**config.mk**
```make
export PLATFORM = sky130hd
export DESIGN_NAME = biu_req_arb
export DESIGN_NICKNAME = d
export VERILOG_FILES = /design/src/common/biu_arb_pkg.sv /design/src/hw/addr_arbiter.sv /design/src/hw/rdata_router.sv /design/src/hw/write_order/write_order_queue.sv /design/src/hw/biu_req_arb.sv
export VERILOG_INCLUDE_DIRS = /design/src /design/src/common
export SDC_FILE = /design/constraint.sdc
export NUM_CORES = 1
export LEC_CHECK = 0
export BUFFER_PORTS_ARGS = -buffer_cell sky130_fd_sc_hd__buf_2
export CORE_AREA = 4 4 627 629
export CTS_BUF_LIST = sky130_fd_sc_hd__clkbuf_8
export DETAILED_ROUTE_END_ITERATION = 8
export DIE_AREA = 0 0 631 633
export GPL_ROUTABILITY_DRIVEN = 0
export PLACE_DENSITY = 0.3
export SLEW_MARGIN = 20
export SYNTH_ARGS = -nofsm -noshare
export SYNTH_HDL_FRONTEND = slang
export SYNTH_SLANG_ARGS = --single-unit
export TNS_END_PERCENT = 20
```
**constraint.sdc**
```tcl
create_clock -name arb_clk -period 2.6 [get_ports arb_clk]
set_clock_uncertainty 0.1 [all_clocks]
set_input_delay 0.13 -clock arb_clk [delete_from_list [all_inputs] [get_ports arb_clk]]
set_output_delay 0.13 -clock arb_clk [all_outputs]
set_load 0.02 [all_outputs]
```
**src/common/biu_arb_consts.svh**
```systemverilog
`ifndef BIU_ARB_CONSTS_SVH
`define BIU_ARB_CONSTS_SVH

// Bus widths
`define BIU_ADDR_W 40
`define BIU_DATA_W 128
`define BIU_STRB_W 16
`define BIU_ID_W 4

// Address bits from here upward select the peripheral region
`define BIU_REGION_LSB 27

// Write-order queue
`define BIU_WQ_DEPTH 8
`define BIU_WQ_PTR_W 3

`endif

```
**src/common/biu_arb_pkg.sv**
```systemverilog
`include "biu_arb_consts.svh"

package biu_arb_pkg;

  // Id ranges per source
  // ifu owns ids 0 and 1, lsu owns ids 2 to 15
  // so the read router only looks at id bits above bit 0

  // ==============================
  // Address channels
  // ==============================

  // Read address payload
  typedef struct packed {
    logic [`BIU_ADDR_W-1:0] addr;
    logic [`BIU_ID_W-1:0]   id;
    logic [2:0]             size;
    logic [1:0]             len;
    logic [1:0]             burst;
    logic [2:0]             prot;
  } ar_req_t;

  // Write address payload, same layout as reads
  typedef struct packed {
    logic [`BIU_ADDR_W-1:0] addr;
    logic [`BIU_ID_W-1:0]   id;
    logic [2:0]             size;
    logic [1:0]             len;
    logic [1:0]             burst;
    logic [2:0]             prot;
  } aw_req_t;

  // ==============================
  // Data channels
  // ==============================

  typedef struct packed {
    logic [`BIU_DATA_W-1:0] data;
    logic [`BIU_STRB_W-1:0] strb;
    logic                   last;
  } w_beat_t;

  typedef struct packed {
    logic [`BIU_DATA_W-1:0] data;
    logic [`BIU_ID_W-1:0]   id;
    logic [1:0]             resp;
    logic                   last;
  } r_beat_t;

endpackage

```
**src/hw/addr_arbiter.sv**
```systemverilog
`include "biu_arb_consts.svh"

module addr_arbiter #(
  parameter type req_t = biu_arb_pkg::ar_req_t
) (
  input  logic                   arb_clk,
  input  logic                   cpurst_b,
  input  logic                   hi_valid,
  input  req_t                   hi_req,
  input  logic                   lo_valid,
  input  req_t                   lo_req,
  input  logic [`BIU_ADDR_W-1:0] apb_base,
  input  logic                   apb_ready,
  input  logic                   axi_ready,
  output logic                   hi_ready,
  output logic                   lo_ready,
  output logic                   apb_valid,
  output logic                   axi_valid,
  output req_t                   out_req,
  output logic                   hi_grant
);

  logic any_valid;
  logic apb_hit;
  logic side_ready;

  // ==============================
  // Fixed priority select
  // ==============================

  // High source wins whenever it asks
  assign hi_grant  = hi_valid;
  assign any_valid = hi_valid | lo_valid;
  assign out_req   = hi_valid ? hi_req : lo_req;

  // ==============================
  // Region decode
  // ==============================

  // Upper address bits against the programmed peripheral base
  assign apb_hit = out_req.addr[`BIU_ADDR_W-1:`BIU_REGION_LSB]
                   == apb_base[`BIU_ADDR_W-1:`BIU_REGION_LSB];

  assign apb_valid = any_valid & apb_hit;
  assign axi_valid = any_valid & ~apb_hit;

  // Ready of the decoded side goes back to the winner
  assign side_ready = apb_hit ? apb_ready : axi_ready;
  assign hi_ready   = side_ready;
  // Low source only sees ready while the high one is quiet
  assign lo_ready   = side_ready & ~hi_valid;

  // Region base stays put while a request is offered, so a waiting request keeps its side
  a_one_side: assert property (
    @(posedge arb_clk) disable iff (!cpurst_b)
    any_valid |-> $stable(apb_base)
  ) else $error("addr_arbiter: apb base changed under a pending request");

endmodule

```
**src/hw/rdata_router.sv**
```systemverilog
`include "biu_arb_consts.svh"

module rdata_router (
  input  logic                  axi_r_valid,
  input  biu_arb_pkg::r_beat_t  axi_r,
  input  logic                  apb_r_valid,
  input  biu_arb_pkg::r_beat_t  apb_r,
  output logic                  ifu_r_valid,
  output biu_arb_pkg::r_beat_t  ifu_r,
  output logic                  lsu_r_valid,
  output biu_arb_pkg::r_beat_t  lsu_r,
  output logic                  apb_r_ready
);

  logic                 id_is_ifu;
  logic                 axi_lsu_valid;
  biu_arb_pkg::r_beat_t apb_beat;

  // ==============================
  // Axi read data
  // ==============================

  // ifu ids are 0 and 1
  assign id_is_ifu = axi_r.id[`BIU_ID_W-1:1] == '0;

  assign ifu_r_valid   = axi_r_valid & id_is_ifu;
  assign ifu_r         = axi_r;
  assign axi_lsu_valid = axi_r_valid & ~id_is_ifu;

  // ==============================
  // Apb read data
  // ==============================

  // Apb returns single beats
  always_comb
  begin
    apb_beat      = apb_r;
    apb_beat.last = 1'b1;
  end

  // Axi lsu data has the lsu port first
  assign lsu_r_valid = axi_lsu_valid | apb_r_valid;
  assign lsu_r       = axi_lsu_valid ? axi_r : apb_beat;

  // Apb holds its beat while axi owns the lsu port
  assign apb_r_ready = ~axi_lsu_valid;

endmodule

```
**src/hw/write_order/write_order_queue.sv**
```systemverilog
`include "biu_arb_consts.svh"

module write_order_queue (
  input  logic                  arb_clk,
  input  logic                  cpurst_b,
  input  logic                  aw_apb_valid_in,
  input  logic                  aw_axi_valid_in,
  input  biu_arb_pkg::aw_req_t  aw_req,
  input  logic                  aw_hi_grant,
  input  logic                  apb_aw_ready,
  input  logic                  axi_aw_ready,
  input  logic                  vb_w_valid,
  input  biu_arb_pkg::w_beat_t  vb_w,
  input  logic                  stb_w_valid,
  input  biu_arb_pkg::w_beat_t  stb_w,
  input  logic                  apb_w_ready,
  input  logic                  axi_w_ready,
  output logic                  apb_aw_valid,
  output logic                  axi_aw_valid,
  output biu_arb_pkg::aw_req_t  apb_aw,
  output biu_arb_pkg::aw_req_t  axi_aw,
  output logic                  aw_apb_ready_out,
  output logic                  aw_axi_ready_out,
  output logic                  apb_w_valid,
  output logic                  axi_w_valid,
  output biu_arb_pkg::w_beat_t  w_out,
  output logic                  vb_w_ready,
  output logic                  stb_w_ready
);

  localparam logic [`BIU_WQ_PTR_W:0] PTR_ONE = 1;

  // Extra top bit on each pointer tells full from empty
  logic [`BIU_WQ_PTR_W:0]    wr_ptr;
  logic [`BIU_WQ_PTR_W:0]    rd_ptr;
  logic [`BIU_WQ_DEPTH-1:0]  src_vb_q;
  logic [`BIU_WQ_DEPTH-1:0]  dst_apb_q;
  logic full;
  logic empty;
  logic push;
  logic pop;
  logic head_vb;
  logic head_apb;
  logic beat_valid;
  logic beat_ready;

  assign empty = wr_ptr == rd_ptr;
  assign full  = (wr_ptr[`BIU_WQ_PTR_W] != rd_ptr[`BIU_WQ_PTR_W])
               & (wr_ptr[`BIU_WQ_PTR_W-1:0] == rd_ptr[`BIU_WQ_PTR_W-1:0]);

  // ==============================
  // Write address gating
  // ==============================

  // Full queue stalls both sides
  assign apb_aw_valid     = aw_apb_valid_in & ~full;
  assign axi_aw_valid     = aw_axi_valid_in & ~full;
  assign aw_apb_ready_out = apb_aw_ready & ~full;
  assign aw_axi_ready_out = axi_aw_ready & ~full;
  assign apb_aw           = aw_req;
  assign axi_aw           = aw_req;

  assign push = (apb_aw_valid & apb_aw_ready) | (axi_aw_valid & axi_aw_ready);

  // Entry flags: source was vb, destination is apb
  always_ff @(posedge arb_clk)
  begin
    if (push)
    begin
      src_vb_q[wr_ptr[`BIU_WQ_PTR_W-1:0]]  <= aw_hi_grant;
      dst_apb_q[wr_ptr[`BIU_WQ_PTR_W-1:0]] <= aw_apb_valid_in;
    end
  end

  // ==============================
  // Write beat steering
  // ==============================

  assign head_vb  = src_vb_q[rd_ptr[`BIU_WQ_PTR_W-1:0]];
  assign head_apb = dst_apb_q[rd_ptr[`BIU_WQ_PTR_W-1:0]];

  assign beat_valid  = ~empty & (head_vb ? vb_w_valid : stb_w_valid);
  assign w_out       = head_vb ? vb_w : stb_w;
  assign apb_w_valid = beat_valid & head_apb;
  assign axi_w_valid = beat_valid & ~head_apb;

  // Only the head entry's source is let through
  assign beat_ready  = head_apb ? apb_w_ready : axi_w_ready;
  assign vb_w_ready  = ~empty & beat_ready & head_vb;
  assign stb_w_ready = ~empty & beat_ready & ~head_vb;

  assign pop = beat_valid & beat_ready & w_out.last;

  always_ff @(posedge arb_clk or negedge cpurst_b)
  begin
    if (!cpurst_b)
    begin
      wr_ptr <= '0;
      rd_ptr <= '0;
    end
    else
    begin
      if (push)
        wr_ptr <= wr_ptr + PTR_ONE;
      if (pop)
        rd_ptr <= rd_ptr + PTR_ONE;
    end
  end

  // Read pointer holds while nothing is queued
  a_no_pop_empty: assert property (
    @(posedge arb_clk) disable iff (!cpurst_b)
    empty |=> rd_ptr == $past(rd_ptr)
  ) else $error("write_order_queue: entry retired from an empty queue");

  // Write pointer holds while every entry is taken
  a_no_push_full: assert property (
    @(posedge arb_clk) disable iff (!cpurst_b)
    full |=> wr_ptr == $past(wr_ptr)
  ) else $error("write_order_queue: write address accepted into a full queue");

endmodule

```
**src/hw/biu_req_arb.sv**
```systemverilog
`include "biu_arb_consts.svh"

module biu_req_arb (
  input  logic                   arb_clk,
  input  logic                   cpurst_b,
  input  logic [`BIU_ADDR_W-1:0] apb_base,
  // Upstream read requests
  input  logic                   lsu_ar_valid,
  input  biu_arb_pkg::ar_req_t   lsu_ar,
  output logic                   lsu_ar_ready,
  input  logic                   ifu_ar_valid,
  input  biu_arb_pkg::ar_req_t   ifu_ar,
  output logic                   ifu_ar_ready,
  // Upstream write requests
  input  logic                   vb_aw_valid,
  input  biu_arb_pkg::aw_req_t   vb_aw,
  output logic                   vb_aw_ready,
  input  logic                   stb_aw_valid,
  input  biu_arb_pkg::aw_req_t   stb_aw,
  output logic                   stb_aw_ready,
  input  logic                   vb_w_valid,
  input  biu_arb_pkg::w_beat_t   vb_w,
  output logic                   vb_w_ready,
  input  logic                   stb_w_valid,
  input  biu_arb_pkg::w_beat_t   stb_w,
  output logic                   stb_w_ready,
  // Read data to units
  output logic                   ifu_r_valid,
  output biu_arb_pkg::r_beat_t   ifu_r,
  output logic                   lsu_r_valid,
  output biu_arb_pkg::r_beat_t   lsu_r,
  // Axi side
  output logic                   axi_ar_valid,
  output biu_arb_pkg::ar_req_t   axi_ar,
  input  logic                   axi_ar_ready,
  output logic                   axi_aw_valid,
  output biu_arb_pkg::aw_req_t   axi_aw,
  input  logic                   axi_aw_ready,
  output logic                   axi_w_valid,
  output biu_arb_pkg::w_beat_t   axi_w,
  input  logic                   axi_w_ready,
  input  logic                   axi_r_valid,
  input  biu_arb_pkg::r_beat_t   axi_r,
  // Apb side
  output logic                   apb_ar_valid,
  output biu_arb_pkg::ar_req_t   apb_ar,
  input  logic                   apb_ar_ready,
  output logic                   apb_aw_valid,
  output biu_arb_pkg::aw_req_t   apb_aw,
  input  logic                   apb_aw_ready,
  output logic                   apb_w_valid,
  output biu_arb_pkg::w_beat_t   apb_w,
  input  logic                   apb_w_ready,
  input  logic                   apb_r_valid,
  input  biu_arb_pkg::r_beat_t   apb_r,
  output logic                   apb_r_ready
);

  biu_arb_pkg::ar_req_t ar_win;
  biu_arb_pkg::aw_req_t aw_win;
  biu_arb_pkg::w_beat_t w_win;
  logic aw_apb_valid;
  logic aw_axi_valid;
  logic aw_apb_ready;
  logic aw_axi_ready;
  logic aw_hi_grant;

  // One winner payload feeds both sides
  assign axi_ar = ar_win;
  assign apb_ar = ar_win;
  assign axi_w  = w_win;
  assign apb_w  = w_win;

  // ==============================
  // Read address, lsu over ifu
  // ==============================
  addr_arbiter #(.req_t(biu_arb_pkg::ar_req_t)) u_ar_arb (
    .arb_clk   (arb_clk),
    .cpurst_b  (cpurst_b),
    .hi_valid  (lsu_ar_valid),
    .hi_req    (lsu_ar),
    .lo_valid  (ifu_ar_valid),
    .lo_req    (ifu_ar),
    .apb_base  (apb_base),
    .apb_ready (apb_ar_ready),
    .axi_ready (axi_ar_ready),
    .hi_ready  (lsu_ar_ready),
    .lo_ready  (ifu_ar_ready),
    .apb_valid (apb_ar_valid),
    .axi_valid (axi_ar_valid),
    .out_req   (ar_win),
    .hi_grant  ()
  );

  // ==============================
  // Write address, vb over stb
  // ==============================
  addr_arbiter #(.req_t(biu_arb_pkg::aw_req_t)) u_aw_arb (
    .arb_clk   (arb_clk),
    .cpurst_b  (cpurst_b),
    .hi_valid  (vb_aw_valid),
    .hi_req    (vb_aw),
    .lo_valid  (stb_aw_valid),
    .lo_req    (stb_aw),
    .apb_base  (apb_base),
    .apb_ready (aw_apb_ready),
    .axi_ready (aw_axi_ready),
    .hi_ready  (vb_aw_ready),
    .lo_ready  (stb_aw_ready),
    .apb_valid (aw_apb_valid),
    .axi_valid (aw_axi_valid),
    .out_req   (aw_win),
    .hi_grant  (aw_hi_grant)
  );

  rdata_router u_rdata_router (
    .axi_r_valid (axi_r_valid),
    .axi_r       (axi_r),
    .apb_r_valid (apb_r_valid),
    .apb_r       (apb_r),
    .ifu_r_valid (ifu_r_valid),
    .ifu_r       (ifu_r),
    .lsu_r_valid (lsu_r_valid),
    .lsu_r       (lsu_r),
    .apb_r_ready (apb_r_ready)
  );

  // Address order decides beat order
  write_order_queue u_write_order_queue (
    .arb_clk          (arb_clk),
    .cpurst_b         (cpurst_b),
    .aw_apb_valid_in  (aw_apb_valid),
    .aw_axi_valid_in  (aw_axi_valid),
    .aw_req           (aw_win),
    .aw_hi_grant      (aw_hi_grant),
    .apb_aw_ready     (apb_aw_ready),
    .axi_aw_ready     (axi_aw_ready),
    .vb_w_valid       (vb_w_valid),
    .vb_w             (vb_w),
    .stb_w_valid      (stb_w_valid),
    .stb_w            (stb_w),
    .apb_w_ready      (apb_w_ready),
    .axi_w_ready      (axi_w_ready),
    .apb_aw_valid     (apb_aw_valid),
    .axi_aw_valid     (axi_aw_valid),
    .apb_aw           (apb_aw),
    .axi_aw           (axi_aw),
    .aw_apb_ready_out (aw_apb_ready),
    .aw_axi_ready_out (aw_axi_ready),
    .apb_w_valid      (apb_w_valid),
    .axi_w_valid      (axi_w_valid),
    .w_out            (w_win),
    .vb_w_ready       (vb_w_ready),
    .stb_w_ready      (stb_w_ready)
  );

endmodule

```
==> summary.txt <==
Outcome
  – Run status: complete, but fails checks
  – Failing checks: negative setup slack

Setup path
  – Buf/Inv on CP: 4
  – CP cell instances: mux4_2 > mux2i_4 > buf_12 > buf_16 > buf_16 > mux2_4 > buf_2
  – Crit path largest cell delay: 0.56 ns
  – Critical Path AT: 2.64 ns
  – Critical Path Slowest Stage Cell: mux4_2
  – Crit path top cell by count: buf_16
  – Data required, critical path: 2.37 ns
  – CP Class: reg2out
  – Critical Path Sink Type: primary output
  – Crit path max-delay family: multiplexers
  – CP max FO: 15
  – Critical Path Start Type: flop

Synth
  – Seq/Total Area, Yosys: 7.489%
  – Main combinational cell family by area after synthesis: multiplexers
  – Mux share of post-synthesis cell area: 50.22%
  – Post-synth top cells: 388 x buf_4, 380 x mux2_2, 23 x xor2_1
  – Top cells by area, synth: mux2_2 47%, buf_4 32%, edfxtp_1 5.3%, xor2_1 2.2%, dfrtp_1 2.2%
  – Post-synth top area share: 47.08%
  – Simple-gate share of the synthesized area: 4.075%
  – Number of synthesized register bits: 24
  – Most numerous cell in the Yosys netlist: buf_4
  – Unique masters post-synth: 38
  – Mapped Area: 9089 µm²
  – Post-Syn Area per Cell: 9.438 µm²
  – Number of synthesized flops with an enable pin: 16
  – Yosys top cell by area: mux2_2
  – Prevailing post-synth register cell: edfxtp_1
  – Compound-Gate Fraction of Synth Area: 0.08260%
  – Post-synthesis async set-or-reset flop share: 33.33%
  – Syn Inst Count: 963
  – Syn. warnings: 0
  – Post-synthesis adder-cell area fraction: 0.2753%
  – Post-synthesis net count: 1797
  – Post-synthesis xor/xnor area fraction: 3.276%

Layout
  – Area growth from synthesis to final layout: 156.7%
  – Fin cells: 7501
  – Area of the multi-input gates: 5804 µm²
  – Register Area: 681.9 µm²
  – # nets final: 3066
  – Fill cells: 46150
  – Ratio of cells with drive above 1 in the final layout: 94.89%

Timing
  – Worst-margin pin slew: 0.7604 ns
  – Hold_ws: 0.1632 ns
  – Post-layout minimum cycle time: 2.870 ns
  – Setup slack after layout: -0.2699 ns
  – Final TNS setup: -53.83 ns
  – Final hold vios: 0
  – Fin crit share: 110.4%
  – Max-slew violation count: 0
  – Max Clk Rate: 0.3484 GHz
  – Unrepaired setup endpoints after global routing: true
  – Endpoints failing setup: 295
  – Slew margin rel.: 49.30%

Route
  – DRC Markers: 0
  – Routed vias/inst: 1.946
  – Starting DRT DRC Count: 873
  – Vias after detailed routing: 14600
  – Wire per inst: 35.19 µm
  – Drt total wl: 264.0 mm
  – First-pass DRT Iterations: 5
  – DRT antenna net count: 0

Floorplanning
  – DIE AREA: 399400 µm²
  – Chip width: 631 µm
  – Boundary pin count: 1623
  – Initial Utilization: 2.343%
  – Height of the die: 633 µm
  – # rows: 229
  – Core area: 388000 µm²

Global route
  – Met2 Resource Use GR: 24.10%
  – Total GRT Usage: 12.44%
  – Grt peak-use layer: met2
  – Largest net degree at the start of global routing: 52
  – Vias in the first global route: 13250
  – GR Util met1: 11.90%
  – First-pass GRT wire length: 289.9 mm
  – Initial antenna violation count: 340
  – Met3 Resource Use GR: 5.677%
  – Gr ovfl total: 0

CTS
  – CTS sink cnt: 24
  – Max H-tree Level: 1
  – TritonCTS Buffers: 3
  – Root buf cell: clkbuf_8
  – TritonCTS clock tree: done
  – Longest Clk Path Bufs: 2
  – Later-pin clock latency in the skew report: 0.28 ns
  – Worst-path clk slew: 0.10 ns

Placement
  – Dpl cells: 7403
  – Hpwl dp: 254.8 mm
  – IO Port Bufs: 1594

Worst hold path
  – Hold Path Class: in2async

Run
  – # Max-Cap Violations: 0

Power and ir drop
  – Worst VDD drop: 0.6304 mV
  – Power Total: 0.01990 W
  – P_leak: 9.919 nW
  – Pwr dens: 852.7 nW/µm²
area by class of cell:
cell class,instances,area share (%)
Clock inverter,1,0.1287
Clock buffer,3,0.1770
Sequential cell,24,2.923
Timing Repair Buffer,1700,43.19
Multi-Input combinational cell,500,24.88
Inverter,3,0.04826
Tap cell,5197,27.87
Antenna cell,73,0.7829
layout by cell type (no fill, tap or decap), drive strengths merged:
master	n
mux2i	6
nand2b	2
edfxtp	16
nor3	5
ha	2
dlygate4sd3	1
nand4	4
buf	1696
xnor2	11
bufinv	1
and4b	1
and2	2
inv	3
and2b	1
nand3	2
nor3b	2
nor4b	4
nor2	12
nor2b	2
clkbuf	6
diode	73
and3	1
mux4	4
nand4b	2
nor4	7
or2	1
dfrtp	8
xor2	23
o31ai	1
nand2	15
nor4bb	1
mux2	389
where the power goes:
group          internal (W)  switching, W  leakage [nW]  total, W
sequential         0.000506     0.0000999         0.240  0.000606
clock              0.000206      0.000135        0.0362  0.000341
combinational       0.00709        0.0119          9.64    0.0189
state kept, by name, summed over array words and instances (netlist names):
name,cells
u_write_order_queue.rd_ptr,4
u_write_order_queue.dst_apb_q,8
u_write_order_queue.src_vb_q,8
u_write_order_queue.wr_ptr,4
final timing paths:
path                       cells after the start  slack, ns                     startpoint                             to
max                                            7      -0.27  u_write_order_queue.rd_ptr[0]                      axi_w[57]
min                                            2       0.16                       cpurst_b  u_write_order_queue.rd_ptr[3]
max reg2reg                                    9      -0.04  u_write_order_queue.rd_ptr[0]  u_write_order_queue.rd_ptr[1]
min reg2reg                                    1       0.39  u_write_order_queue.wr_ptr[3]  u_write_order_queue.wr_ptr[3]
max in group asynchronous                      2       2.03                       cpurst_b  u_write_order_queue.rd_ptr[0]
min in group arb_clk                           4       0.21                   apb_aw_ready  u_write_order_queue.wr_ptr[2]
stage by stage:
stage               setup WS (ns)  area, µm²  utilization, %
global placement          -0.8035      21310           5.492
global route              -0.3505      23250           5.994
CTS                       -0.3542      22490           5.796
detailed placement        -0.5835      21310           5.492
floorplan                0.006124       9089               -
finish                    -0.2699      23330           6.014
metal layers:
metal  vias to the layer above  share of wire [%]
li1                       5584                  -
met1                      6789                 32
met2                      1493                 53
met3                       660                 11
met4                        70                3.8
met5                         -               0.26
repair_timing:
item                       in CTS  in global routing
buffers inserted                7                  8
resized for setup             298                140
pin swaps                       6                  2
hold endpoints to repair        8                  0
hold buffers                    1                  0
gates cloned                    1                  4
setup endpoints to repair     322                317
worst register-to-register path, cell delays in order, from the launching register on:
cell	delay (ns)
dfrtp_2	0.44
mux4_2	0.56
mux2i_4	0.18
buf_12	0.18
buf_4	0.17
mux2i_2	0.23
buf_6	0.16
nor2_2	0.05
and3_4	0.18
mux2_2	0.27
cells by family (layout without fill, tap and decap cells):
group | after synthesis | after routing
XOR/XNOR | 34 | 34
multiplexers | 399 | 399
adder cells (fa/ha/maj) | 2 | 2
flip-flops | 24 | 24
other | 0 | 73
AO/OA/AOI/OAI | 1 | 1
buffers and inverters | 439 | 1707
AND/OR/NAND/NOR | 64 | 64
(Power assumes the default switching activity.)
